## src/common/core_pkg.sv

```systemverilog
// Core datapath widths, control encodings and retire trace record
package core_pkg;

    localparam int XLEN        = 32;
    localparam int REG_ADDR_W  = 5;
    localparam int NUM_REGS    = 1 << REG_ADDR_W;
    localparam int DMEM_BYTES  = 4096;
    localparam int DMEM_ADDR_W = $clog2(DMEM_BYTES);

    typedef logic [XLEN-1:0]       word_t;
    typedef logic [REG_ADDR_W-1:0] reg_addr_t;

    typedef enum logic [3:0] {
        ADD, SUB, SLL, SLT, SLTU, XOR, SRL, SRA,
        OR, AND, EQ, NE, LT, GE, LTU, GEU
    } alu_op_t;

    typedef enum logic [2:0] {
        ALU, LOAD, PC4, PC_IMM, IMM
    } wb_sel_t;

    typedef enum logic [1:0] {
        SEQ, BRANCH, JAL, JALR
    } next_pc_sel_t;

    // Matches funct3[1:0] of loads and stores
    typedef enum logic [1:0] {
        BYTE = 2'b00,
        HALF = 2'b01,
        WORD = 2'b10
    } mem_size_t;

    typedef struct packed {
        alu_op_t   alu_op;
        logic      b_is_imm;
        logic      reg_we;      // Only when rd is nonzero
        wb_sel_t   wb_sel;
        logic      mem_read;
        logic      mem_write;
        mem_size_t mem_size;
        logic      mem_unsigned;
        logic      is_branch;
        logic      is_jal;
        logic      is_jalr;
    } ctrl_t;

    typedef struct packed {
        logic      valid;
        word_t     pc;
        logic      reg_we;
        reg_addr_t rd;
        word_t     wdata;
        word_t     next_pc;
    } retire_t;

endpackage

```

## src/common/rv_isa_pkg.sv

```systemverilog
// RV32I instruction formats, opcode and funct3 encodings
package rv_isa_pkg;

    localparam logic [6:0] OP_LUI    = 7'b0110111;
    localparam logic [6:0] OP_AUIPC  = 7'b0010111;
    localparam logic [6:0] OP_JAL    = 7'b1101111;
    localparam logic [6:0] OP_JALR   = 7'b1100111;
    localparam logic [6:0] OP_BRANCH = 7'b1100011;
    localparam logic [6:0] OP_LOAD   = 7'b0000011;
    localparam logic [6:0] OP_STORE  = 7'b0100011;
    localparam logic [6:0] OP_IMM    = 7'b0010011;
    localparam logic [6:0] OP_REG    = 7'b0110011;

    // Branch group
    localparam logic [2:0] F3_BEQ  = 3'b000;
    localparam logic [2:0] F3_BNE  = 3'b001;
    localparam logic [2:0] F3_BLT  = 3'b100;
    localparam logic [2:0] F3_BGE  = 3'b101;
    localparam logic [2:0] F3_BLTU = 3'b110;
    localparam logic [2:0] F3_BGEU = 3'b111;

    // Load and store group
    localparam logic [2:0] F3_LB  = 3'b000;
    localparam logic [2:0] F3_LH  = 3'b001;
    localparam logic [2:0] F3_LW  = 3'b010;
    localparam logic [2:0] F3_LBU = 3'b100;
    localparam logic [2:0] F3_LHU = 3'b101;
    localparam logic [2:0] F3_SB  = 3'b000;
    localparam logic [2:0] F3_SH  = 3'b001;
    localparam logic [2:0] F3_SW  = 3'b010;

    // ALU group, bit 30 picks sub and sra
    localparam logic [2:0] F3_ADD_SUB = 3'b000;
    localparam logic [2:0] F3_SLL     = 3'b001;
    localparam logic [2:0] F3_SLT     = 3'b010;
    localparam logic [2:0] F3_SLTU    = 3'b011;
    localparam logic [2:0] F3_XOR     = 3'b100;
    localparam logic [2:0] F3_SRL_SRA = 3'b101;
    localparam logic [2:0] F3_OR      = 3'b110;
    localparam logic [2:0] F3_AND     = 3'b111;

    typedef struct packed {
        logic [6:0] funct7;
        logic [4:0] rs2;
        logic [4:0] rs1;
        logic [2:0] funct3;
        logic [4:0] rd;
        logic [6:0] opcode;
    } r_fmt_t;

    typedef struct packed {
        logic [11:0] imm;
        logic [4:0]  rs1;
        logic [2:0]  funct3;
        logic [4:0]  rd;
        logic [6:0]  opcode;
    } i_fmt_t;

    typedef struct packed {
        logic [6:0] imm_hi;
        logic [4:0] rs2;
        logic [4:0] rs1;
        logic [2:0] funct3;
        logic [4:0] imm_lo;
        logic [6:0] opcode;
    } s_fmt_t;

    typedef struct packed {
        logic       imm_12;
        logic [5:0] imm_10_5;
        logic [4:0] rs2;
        logic [4:0] rs1;
        logic [2:0] funct3;
        logic [3:0] imm_4_1;
        logic       imm_11;
        logic [6:0] opcode;
    } b_fmt_t;

    typedef struct packed {
        logic [19:0] imm;
        logic [4:0]  rd;
        logic [6:0]  opcode;
    } u_fmt_t;

    typedef struct packed {
        logic       imm_20;
        logic [9:0] imm_10_1;
        logic       imm_11;
        logic [7:0] imm_19_12;
        logic [4:0] rd;
        logic [6:0] opcode;
    } j_fmt_t;

    // One fetched word, viewed in each format
    typedef union packed {
        r_fmt_t      r;
        i_fmt_t      i;
        s_fmt_t      s;
        b_fmt_t      b;
        u_fmt_t      u;
        j_fmt_t      j;
        logic [31:0] raw;
    } instr_t;

endpackage

```

## src/rtl/decode/control_decoder.sv

```systemverilog
// Main decoder from instruction word to datapath control
`timescale 1ns/1ps

module control_decoder (
    input  rv_isa_pkg::instr_t instr,
    output core_pkg::ctrl_t    ctrl
);
    import rv_isa_pkg::*;
    import core_pkg::*;

    function automatic alu_op_t alu_op_of(input logic [2:0] f3, input logic alt);
        alu_op_t op;
        case (f3)
            F3_ADD_SUB: op = alt ? SUB : ADD;
            F3_SLL:     op = SLL;
            F3_SLT:     op = SLT;
            F3_SLTU:    op = SLTU;
            F3_XOR:     op = XOR;
            F3_SRL_SRA: op = alt ? SRA : SRL;
            F3_OR:      op = OR;
            default:    op = AND;
        endcase
        return op;
    endfunction

    logic [2:0] funct3;
    logic       bit30;

    assign funct3 = instr.r.funct3;
    assign bit30  = instr.r.funct7[5];

    always_comb begin
        ctrl          = '0;
        ctrl.alu_op   = ADD;
        ctrl.wb_sel   = ALU;
        ctrl.mem_size = WORD;

        case (instr.r.opcode)
            OP_LUI: begin
                ctrl.reg_we = 1'b1;
                ctrl.wb_sel = IMM;
            end
            OP_AUIPC: begin
                ctrl.reg_we = 1'b1;
                ctrl.wb_sel = PC_IMM;
            end
            OP_JAL: begin
                ctrl.reg_we = 1'b1;
                ctrl.wb_sel = PC4;
                ctrl.is_jal = 1'b1;
            end
            OP_JALR: begin
                ctrl.reg_we   = 1'b1;
                ctrl.wb_sel   = PC4;
                ctrl.b_is_imm = 1'b1;
                ctrl.is_jalr  = 1'b1;
            end
            OP_BRANCH: begin
                ctrl.is_branch = 1'b1;
                case (funct3)
                    F3_BEQ:  ctrl.alu_op = EQ;
                    F3_BNE:  ctrl.alu_op = NE;
                    F3_BLT:  ctrl.alu_op = LT;
                    F3_BGE:  ctrl.alu_op = GE;
                    F3_BLTU: ctrl.alu_op = LTU;
                    F3_BGEU: ctrl.alu_op = GEU;
                    default: ctrl.is_branch = 1'b0;  // Reserved encodings fall through
                endcase
            end
            OP_LOAD: begin
                ctrl.reg_we   = 1'b1;
                ctrl.mem_read = 1'b1;
                ctrl.wb_sel   = LOAD;
                ctrl.b_is_imm = 1'b1;
                case (funct3)
                    F3_LB:   ctrl.mem_size = BYTE;
                    F3_LH:   ctrl.mem_size = HALF;
                    F3_LBU:  ctrl.mem_size = BYTE;
                    F3_LHU:  ctrl.mem_size = HALF;
                    default: ctrl.mem_size = WORD;
                endcase
                ctrl.mem_unsigned = (funct3 == F3_LBU) || (funct3 == F3_LHU);
            end
            OP_STORE: begin
                ctrl.mem_write = 1'b1;
                ctrl.b_is_imm  = 1'b1;
                case (funct3)
                    F3_SB:   ctrl.mem_size = BYTE;
                    F3_SH:   ctrl.mem_size = HALF;
                    F3_SW:   ctrl.mem_size = WORD;
                    default: ctrl.mem_write = 1'b0;
                endcase
            end
            OP_IMM: begin
                ctrl.reg_we   = 1'b1;
                ctrl.b_is_imm = 1'b1;
                ctrl.alu_op   = alu_op_of(funct3, bit30 && (funct3 == F3_SRL_SRA));
            end
            OP_REG: begin
                ctrl.reg_we = 1'b1;
                ctrl.alu_op = alu_op_of(funct3, bit30);
            end
            default: ;  // Unknown opcode retires as a no-op
        endcase

        if (instr.r.rd == '0)
            ctrl.reg_we = 1'b0;
    end

endmodule

```

## config.mk

```make
export PLATFORM = sky130hd
export DESIGN_NAME = control_decoder
export DESIGN_NICKNAME = d
export VERILOG_FILES = /design/src/common/core_pkg.sv /design/src/common/rv_isa_pkg.sv /design/src/rtl/decode/control_decoder.sv
export SDC_FILE = /design/constraint.sdc
export NUM_CORES = 1
export LEC_CHECK = 0
export BUFFER_PORTS_ARGS = -buffer_cell sky130_fd_sc_hd__buf_2
export CORE_AREA = 2 2 39 41
export DETAILED_ROUTE_END_ITERATION = 10
export DIE_AREA = 0 0 41 43
export GPL_ROUTABILITY_DRIVEN = 0
export GPL_TIMING_DRIVEN = 0
export PLACE_DENSITY = 0.76
export SYNTH_ARGS = -nofsm -noshare
export SYNTH_HDL_FRONTEND = slang
export SYNTH_SLANG_ARGS = --single-unit
```

## constraint.sdc

```tcl
create_clock -name vclk -period 2.4
set_clock_uncertainty 0.2 [all_clocks]
set_input_delay 0.12 -clock vclk [all_inputs]
set_output_delay 0.12 -clock vclk [all_outputs]
set_load 0.01 [all_outputs]
```

==> results by group, run 1 <==
Run status
  – Status: complete, no violations

Power
  – PwrDens: 108 nW/µm²
  – Peak supply drop: around 0.054 mV
  – Lkg Pwr: between 0.0002 and 0.0003 µW

Timing
  – Final cycle utilization of the critical path: 0.719
  – Pins Over Slew Limit: 0
  – Hold Violations, Final: 0
  – Final setup fails: 0
  – Max-slew headroom: 0.665
  – Unrepaired setup endpoints after global routing: no
  – Fmax: roughly 580 MHz
  – Hold WS: between 0.3 and 0.4 ns
  – Post-route setup TNS: 0 ns
  – Crit path time final: between 1.5 and 2 ns
  – Worst Tran Pin Value: 0.503 ns

Critical path
  – Critical Path RT: ~2.1 ns
  – Crit. End Element: output pin
  – Top delay family on crit path: simple AND/OR/NAND/NOR gates
  – Critical Path, Cell by Cell: buf_2 -> nand4bb_4 -> or3_4 -> a2111oi_4 -> buf_2
  – Buf/Inv on CP: 2
  – CP Data Arrival Time: between 1 and 1.5 ns
  – Worst path most repeated cell: buf_2
  – CP Depth: 5
  – Critical path's largest stage delay: roughly 0.39 ns
  – CP startpoint kind: primary input
  – WS Path Type: primary input to output pin
  – CP max FO: 7
  – Slowest stage cell, crit path: or3_4

Logic synthesis
  – Largest cells by area after synthesis: a2111oi_4, nand4bb_4, nand2_1, nor2_1, a211oi_1
  – Post-Syn Nets: 94
  – Area leader, netlist: a2111oi_4
  – Seq/Total Area, Yosys: 0
  – Synthesized area: slightly above 400 µm²
  – Yosys warnings: 0
  – Yosys top cell area share: 0.0669
  – Yosys cell types: 31
  – Commonest cells in the netlist: nand2_1, nor2_1, nand3_1, nor3_1
  – Cells after Synth: 62
  – Syn Area/Cell: around 6.6 µm²

Routing
  – DRC violations left: 0
  – M1 wire length: approximately 550 µm
  – DR vias: roughly 600
  – Vias per cell: 5.48
  – WL final: 1200 µm
  – First drt pass iteration count: 4
  – DR WL met2: ~560 µm
  – Met3 Wirelength: 95 µm
  – Top routing layer in use: met3
  – First DRT Iteration DRCs: 16
  – Drt wl/cell: around 11 µm
  – Post-DRT Antenna Nets: 0

Clock tree
  – # hold bufs at CTS: 0
  – Post-CTS Setup Inserts: 0
  – Post-CTS Resized: 0

Min path
  – Hold depth: 3
  – Hold Path End: ctrl[10]
  – Worst hold-check path type: primary input to output pin
  – Hold Startpoint: instr[3]

Floorplan
  – # IOs: 49
  – FP Rows: 14
  – Initial core utilization: 0.297
  – Die boundary width: about 40 µm
  – Placeable Area: 1380 µm²
  – Die height: ~43 µm
  – Die ar.: approximately 1800 µm²

GRT
  – Vias in the first global route: 449
  – Largest net degree at the start of global routing: 11
  – Global-route wire length before repair: about 1900 µm
  – Initial antenna violation count: 0
  – Global route total overflow: 0
  – GRT Resource Usage Total: 0.143

Placement
  – Placed Area: 587 µm²
  – IO buf count: 31
  – DP HPWL: 949 µm

Final layout
  – Layout area overhead: 42.6%
  – Clkbuf count: 0
  – Final instance area: 587 µm²
  – Reg area: 0 µm²
  – Num sequential: 0
  – # diodes: 0
  – Layout cells sized above 1: 0.419
  – Net count, final: ~130

Flow run
  – Max Cap Violations: 0
[worst min-delay path, cell delays in order]
cell	delay, ns
buf_2	0.15
nor4_1	0.07
buf_2	0.13
[per-stage QoR]
step	worst slack [ns]	total power [µW]	cells	util
floorplan	0.961	36.7	62	-
global placement	0.695	61.6	109	0.424
detailed placement	0.685	63.0	109	0.424
CTS	0.682	63.3	109	0.424
global route	0.617	71.0	109	0.424
finish	0.675	63.5	109	0.424
[cell usage in the layout (no fill, tap or decap), types with 2 or more instances in the layout]
master     n
nand2_1    7
nor2_1     7
buf_2     32
nor2b_1    3
nor3b_1    2
or4_1      2
nor3_1     4
inv_1      3
a211oi_1   3
o21ai_0    3
nand3_1    4
clkbuf_1   2
a21oi_1    3
[worst max path at each step]
stage	endpoint	start	slack (ns)
finish	ctrl[4]	instr[2]	0.68
global route	ctrl[4]	instr[2]	0.62
CTS	ctrl[4]	instr[2]	0.68
detailed placement	ctrl[4]	instr[2]	0.68
global placement	ctrl[4]	instr[2]	0.70
floorplan	ctrl[6]	instr[6]	0.96
[where the power goes]
part	leakage, µW	internal, µW	switching, µW
clock network	0	0	0
registers	0	0	0
logic	0.000259	25.5	38.0
[kinds of logic after synthesis]
kind of cell / Yosys count / synth area share
and+or+nand+nor: 38 / 0.590
buffers and inverters: 8 / 0.0790
AOI/OAI and AO/OA: 15 / 0.310
xor gates and xnor gates: 1 / 0.0213
[routing by layer]
metal	up-vias	GRT usage
li1	298	-
met1	274	0.228
met2	25	0.222
met3	0	0
met4	0	0
met5	-	0
[final cells by class]
cell class / count / area (µm²)
multi-input combinational: 54 / 379
timing repair buffer: 31 / 155
tap: 16 / 20.0
inverter: 3 / 11.3
fill: 149 / 797
buffer: 5 / 21.3
No activity file was read; power rests on OpenSTA's default activity.
==> inputs of run 2 (changes only) <==
--- a/config.mk
+++ b/config.mk
@@ -5,6 +5,7 @@
 export SDC_FILE = /design/constraint.sdc
 export NUM_CORES = 1
 export LEC_CHECK = 0
+export ABC_AREA = 1
 export BUFFER_PORTS_ARGS = -buffer_cell sky130_fd_sc_hd__buf_2
 export CORE_AREA = 2 2 39 41
 export DETAILED_ROUTE_END_ITERATION = 10
==> constraint.sdc (replaced) <==
create_clock -name vclk -period 1.4
set_clock_uncertainty 0.2 [all_clocks]
set_input_delay 0.07 -clock vclk [all_inputs]
set_output_delay 0.07 -clock vclk [all_outputs]
set_load 0.01 [all_outputs]
==> run 2 against run 1 <==
  * Combinational power rose by 46%
  * Utilization is 0.81 points lower
  * Final cell count rose by 18%
  * Flip-flop and latch count did not move
  * Setup slack lost 0.56 ns
  * First-iteration DRC count fell by 81%
  * Synthesized area fell by 10%
  * Synthesized cell count grew 27%
  * Worst hold slack lost 0.12 ns
  * Clock-buffer cell count is the same
  * Die area is the same
  * Largest cell class unchanged
==> results by group, run 2 <==
Final layout
  – # diodes: 0 (unchanged)
  – Num sequential: 0 (unchanged)
  – Most frequent cells in the layout: buf_2, nand2_1, inv_1, nor2_1, nand3_1
  – Layout area overhead: 55.4%
  – Net count, final: 147 (+16%)
  – Final instance area: 576 µm² (-1.9%)
  – Layout cells sized above 1: 0.460 (+0.0408)
  – Most common cell after layout, fill and taps aside: buf_2
  – Reg area: 0 µm² (unchanged)
  – Clkbuf count: 0 (unchanged)
  – Fill count: 156 (+4.7%)

Timing
  – Post-route setup TNS: 0 ns (unchanged)
  – Crit path time final: between 1 and 1.5 ns
  – Pins Over Slew Limit: 0 (unchanged)
  – Hold Violations, Final: 0 (unchanged)
  – Fmax: 777 MHz
  – Worst Tran Pin Value: 0.221 ns (-0.282 ns)
  – Final cycle utilization of the critical path: 0.920
  – Final setup fails: 0 (unchanged)
  – Max-slew headroom: 0.852 (+0.187)

Routing
  – First drt pass iteration count: 4 (unchanged)
  – Post-DRT Antenna Nets: 0 (unchanged)
  – DR vias: 575 (-3.7%)
  – Drt wl/cell: 7.82 µm (-29%)
  – First DRT Iteration DRCs: 3 (-13)
  – Vias per cell: 4.46 (-19%)
  – WL final: 1010 µm (-16%)
  – DRC violations left: 0 (unchanged)

Logic synthesis
  – Yosys warnings: 0 (unchanged)
  – Commonest cells in the netlist: nand2_1, inv_1, nor2_1
  – Top-count cell post-synth: nand2_1
  – Syn Area/Cell: 4.69 µm² (-29%)
  – Synthesized area: 370 µm² (-10%)
  – Seq/Total Area, Yosys: 0 (unchanged)
  – Largest cells by area after synthesis: nand2_1, inv_1, nor2_1, nand3_2, nand3_1
  – Yosys cell types: 15 (-52%)
  – Yosys top cell area share: 0.264 (+0.197)
  – Area leader, netlist: nand2_1
  – Post-Syn Nets: 111 (+18%)
  – Cells after Synth: 79 (+27%)

Run status
  – Status: complete, no violations

Floorplan
  – Die ar.: 1760 µm² (unchanged)
  – # IOs: 49 (unchanged)
  – Die height: 43 µm (unchanged)
  – Initial core utilization: 0.268 (-0.0298)
  – FP Rows: 14 (unchanged)
  – Die boundary width: 41 µm (unchanged)
  – Placeable Area: 1380 µm² (unchanged)

Power
  – PwrDens: 161 nW/µm² (+49%)
  – Sequential power share: 0 (unchanged)
  – Net Sw Frac: 0.592 (-0.00709)
  – Peak supply drop: 0.0557 mV (+3.9%)
  – Power Internal: 37.9 µW (+49%)
  – Comb power frac: 1.000 (about the same)
  – Clock power share: 0 (unchanged)
  – Switch Pwr: 54.9 µW (+44%)
  – Lkg Pwr: 0.000396 µW (+53%)

GRT
  – GRT Resource Usage Total: 0.113 (-0.0300)
  – Vias in the first global route: 415 (-7.6%)
  – Global route total overflow: 0 (unchanged)
  – Largest net degree at the start of global routing: 8 (-3)
  – Initial antenna violation count: 0 (unchanged)
  – Global-route wire length before repair: 1530 µm (-20%)

Placement
  – IO buf count: 33 (+6.5%)
  – DP HPWL: 874 µm (-7.9%)
  – Placed Area: 556 µm² (-5.3%)

Clock tree
  – # hold bufs at CTS: 0 (unchanged)

Critical path
  – CP max FO: 7 (unchanged)
  – WS Path Type: primary input to output pin
  – Crit. End Element: output pin
  – Critical Path RT: 1.13 ns (-0.95 ns)
  – Crit path from: instr[2]
  – CP startpoint kind: primary input
  – CP Data Arrival Time: 1.02 ns (-0.38 ns)

Min path
  – Hold Startpoint: instr[8]
  – Worst hold-check path type: primary input to output pin

Flow run
  – Max Cap Violations: 0 (unchanged)
run 2: through the flow:
stage	util	cells	total power (µW)	worst slack, ns	hold slack, ns
finish	0.416	129	92.7	0.112	0.267
global route	0.416	129	105	-0.0195	0.286
CTS	0.401	128	88.7	0.121	0.270
detailed placement	0.401	128	88.3	0.122	0.266
global placement	0.401	128	87.1	0.135	0.260
floorplan	-	79	46.1	0.362	-0.00560
run 2: what timing repair did:
action | in CTS | in global routing
hold endpoints to repair | 0 | 0
endpoints found under the setup margin | 0 | 1
buffers inserted | 0 | 1
gates resized for setup | 0 | 6
run 2: path summary, 6_finish.rpt:
check / endpoint / slack, ns / depth (start not counted)
hold / removal: ctrl[11] / 0.27 / 4
setup / recovery: ctrl[16] / 0.11 / 9
run 2: layer usage:
metal  wire length, µm  global-route usage
met1               447               0.168
met2               453               0.188
met3               107                   0
met4                 0                   0
met5                 0                   0
run 2: cells by family after synthesis:
kind of cell	Yosys count	share of synthesized area
AND/OR/NAND/NOR	56	0.740
buffers and inverters	16	0.166
AO/OA/AOI/OAI	7	0.0946
run 2: worst max-delay path, stage by stage:
cell and delay [ns]:
buf_2 0.11, inv_2 0.04, nand2_2 0.05, nor2_4 0.18, inv_2 0.08, nor2_4 0.15
nand2_2 0.07, a21oi_2 0.12, buf_2 0.13
run 2: cell type report:
cell class	count	area, µm²	area share
Multi-Input combinational cell	63	315	0.548
Timing Repair Buffer	34	179	0.311
Inverter	16	61.3	0.107
Tap cell	16	20.0	0.0348
run 2: power by group through the flow:
| stage | clock, µW | combinational, µW | sequential [µW] |
|---|---|---|---|
| 6_report | 0 | 92.7 | 0 |
| 5_1_grt | 0 | 105 | 0 |
| 4_1_cts | 0 | 88.7 | 0 |
| 3_5_place_dp | 0 | 88.3 | 0 |
| 3_3_place_gp | 0 | 87.1 | 0 |
| 2_1_floorplan | 0 | 46.1 | 0 |
==> inputs of run 3 (changes only) <==
--- a/config.mk
+++ b/config.mk
@@ -13,6 +13,7 @@
 export GPL_ROUTABILITY_DRIVEN = 0
 export GPL_TIMING_DRIVEN = 0
 export PLACE_DENSITY = 0.76
+export RECOVER_POWER = 25
 export SYNTH_ARGS = -nofsm -noshare
 export SYNTH_HDL_FRONTEND = slang
 export SYNTH_SLANG_ARGS = --single-unit
==> constraint.sdc (replaced) <==
create_clock -name vclk -period 1.4
set_clock_uncertainty 0.2 [all_clocks]
set_input_delay 0.07 -clock vclk [all_inputs]
set_output_delay 0.07 -clock vclk [all_outputs]
set_load 0.02 [all_outputs]
==> run 3 against run 2 <==
  * Non-clock buffer count is the same
  * First-iteration DRC count is the same
  * Maximum frequency shrank 0.52%
  * Worst hold slack gained 0.034 ns
  * Utilization grew 0.36 points
  * Global-route usage is the same
  * Critical endpoint unchanged
==> results by group, run 3 (same netlist as run 2, synthesis figures left out) <==
Final layout
  – Fill count: 158 (+1.3%)
  – Most frequent cells in the layout: nand2_1, buf_2, inv_1, nor2_1, nand3_1
  – Reg area: 0 µm² (unchanged)
  – # diodes: 0 (unchanged)
  – Layout Cells excl Fill: 129 (unchanged)
  – Post-layout util: 0.420 (+0.00362)
  – Layout area overhead: 56.8%
  – Net count, final: 147 (unchanged)
  – Layout cells sized above 1: 0.425 (-0.0354)
  – Num sequential: 0 (unchanged)
  – Clkbuf count: 0 (unchanged)
  – Footprint of the multi-input gates: 313 µm² (-0.79%)

Routing
  – Drt wl/cell: 7.82 µm (unchanged)
  – DRC violations left: 0 (unchanged)
  – First drt pass iteration count: 4 (unchanged)
  – Post-DRT Antenna Nets: 0 (unchanged)
  – WL final: 1010 µm (unchanged)
  – Vias per cell: 4.48 (+0.52%)
  – First DRT Iteration DRCs: 3 (unchanged)
  – DR vias: 578 (+0.52%)

Critical path
  – WS Path Type: primary input to output pin
  – Crit. End Element: output pin
  – CP startpoint kind: primary input
  – Critical Path RT: 1.13 ns (about the same)
  – CP Data Arrival Time: 1.02 ns (about the same)
  – CP max FO: 7 (unchanged)

Flow run
  – Max Cap Violations: 0 (unchanged)

Timing
  – Fmax: 773 MHz (-0.52%)
  – Final setup fails: 0 (unchanged)
  – Final WS setup: 0.106 ns (-0.00679 ns)
  – Worst Tran Pin Value: 0.247 ns (+0.0258 ns)
  – Crit path time final: 1.29 ns (+0.00679 ns)
  – Hold Violations, Final: 0 (unchanged)
  – Pins Over Slew Limit: 0 (unchanged)
  – Max-slew headroom: 0.836 (-0.0160)
  – Final cycle utilization of the critical path: 0.925 (+0.00485)

Floorplan
  – Placeable Area: 1380 µm² (unchanged)
  – Die boundary width: 41 µm (unchanged)
  – Die ar.: 1760 µm² (unchanged)
  – Die height: 43 µm (unchanged)
  – # IOs: 49 (unchanged)
  – Initial core utilization: 0.268 (unchanged)
  – FP Rows: 14 (unchanged)

Power
  – PwrDens: 168 nW/µm² (+4.4%)
  – Lkg Pwr: 0.000384 µW (-3.1%)
  – Peak supply drop: 0.0588 mV (+5.4%)
  – Total power: 97.6 µW (+5.3%)

Placement
  – IO buf count: 33 (unchanged)
  – Placed cell count: 128 (unchanged)
  – Place WS: 0.0881 ns (-0.0335 ns)
  – DP HPWL: 874 µm (unchanged)

GRT
  – Global-route wire length before repair: 1530 µm (unchanged)
  – GR met3 Demand/Resource: 0 (unchanged)
  – GRT Resource Usage Total: 0.113 (unchanged)
  – Vias in the first global route: 415 (unchanged)
  – GRT busiest layer: met2
  – Initial antenna violation count: 0 (unchanged)
  – Global route total overflow: 0 (unchanged)
  – Largest net degree at the start of global routing: 8 (unchanged)
  – Grt met2 use: 0.188 (unchanged)
  – Grt met1 use: 0.168 (unchanged)

Min path
  – Hold depth: 4 (unchanged)
  – Worst hold-check path type: primary input to output pin

Run status
  – Status: complete, no violations

Clock tree
  – # hold bufs at CTS: 0 (unchanged)
## run 3: changes by cell type in the layout (fill, tap and decap cells not counted), sizes merged
cell	change
clkbuf	+3
buf	-3
## run 3: area by class of cell
| cell class | count | area share |
|---|---|---|
| multi-input cells | 63 | 0.539 |
| repair buffers | 34 | 0.321 |
| inverters | 16 | 0.106 |
| well taps | 16 | 0.0345 |
## run 3: layer usage
metal / wire, µm / share of wire
met3: 106 / 0.11
met1: 445 / 0.44
met5: 0 / 0
met4: 0 / 0
met2: 457 / 0.45
## run 3: stage by stage
step | TNS (ns) | hold WS (ns) | area, µm²
finish | 0 | 0.300 | 581
global route | -0.0169 | 0.312 | 581
CTS | 0 | 0.300 | 556
detailed placement | 0 | 0.297 | 556
global placement | 0 | 0.292 | 556
floorplan | 0 | 0.0287 | 370
## run 3: repair_timing
action                                  4_1_cts  5_1_grt
setup buffers                                 0        1
gates resized for setup                       0       10
endpoints found under the setup margin        0        2
endpoints found under the hold margin         0        0
## run 3: critical path, cell delays in order
cell and delay (ns):
buf_6 0.09, inv_2 0.05, nand2_2 0.06, nor2_4 0.18, inv_2 0.08, nor2_4 0.15
nand2_2 0.07, a21oi_2 0.13, buf_4 0.15
## run 3: power breakdown
group | switching (µW) | total [µW] | internal (µW)
Clock | 0 | 0 | 0
Sequential | 0 | 0 | 0
Combinational | 58.1 | 97.6 | 39.6
Total | 58.1 | 97.6 | 39.6
## run 3: path summary, 6_finish.rpt
kind	end	startpoint	slack, ns
hold / removal	ctrl[11]	instr[8]	0.30
setup / recovery	ctrl[16]	instr[3]	0.11
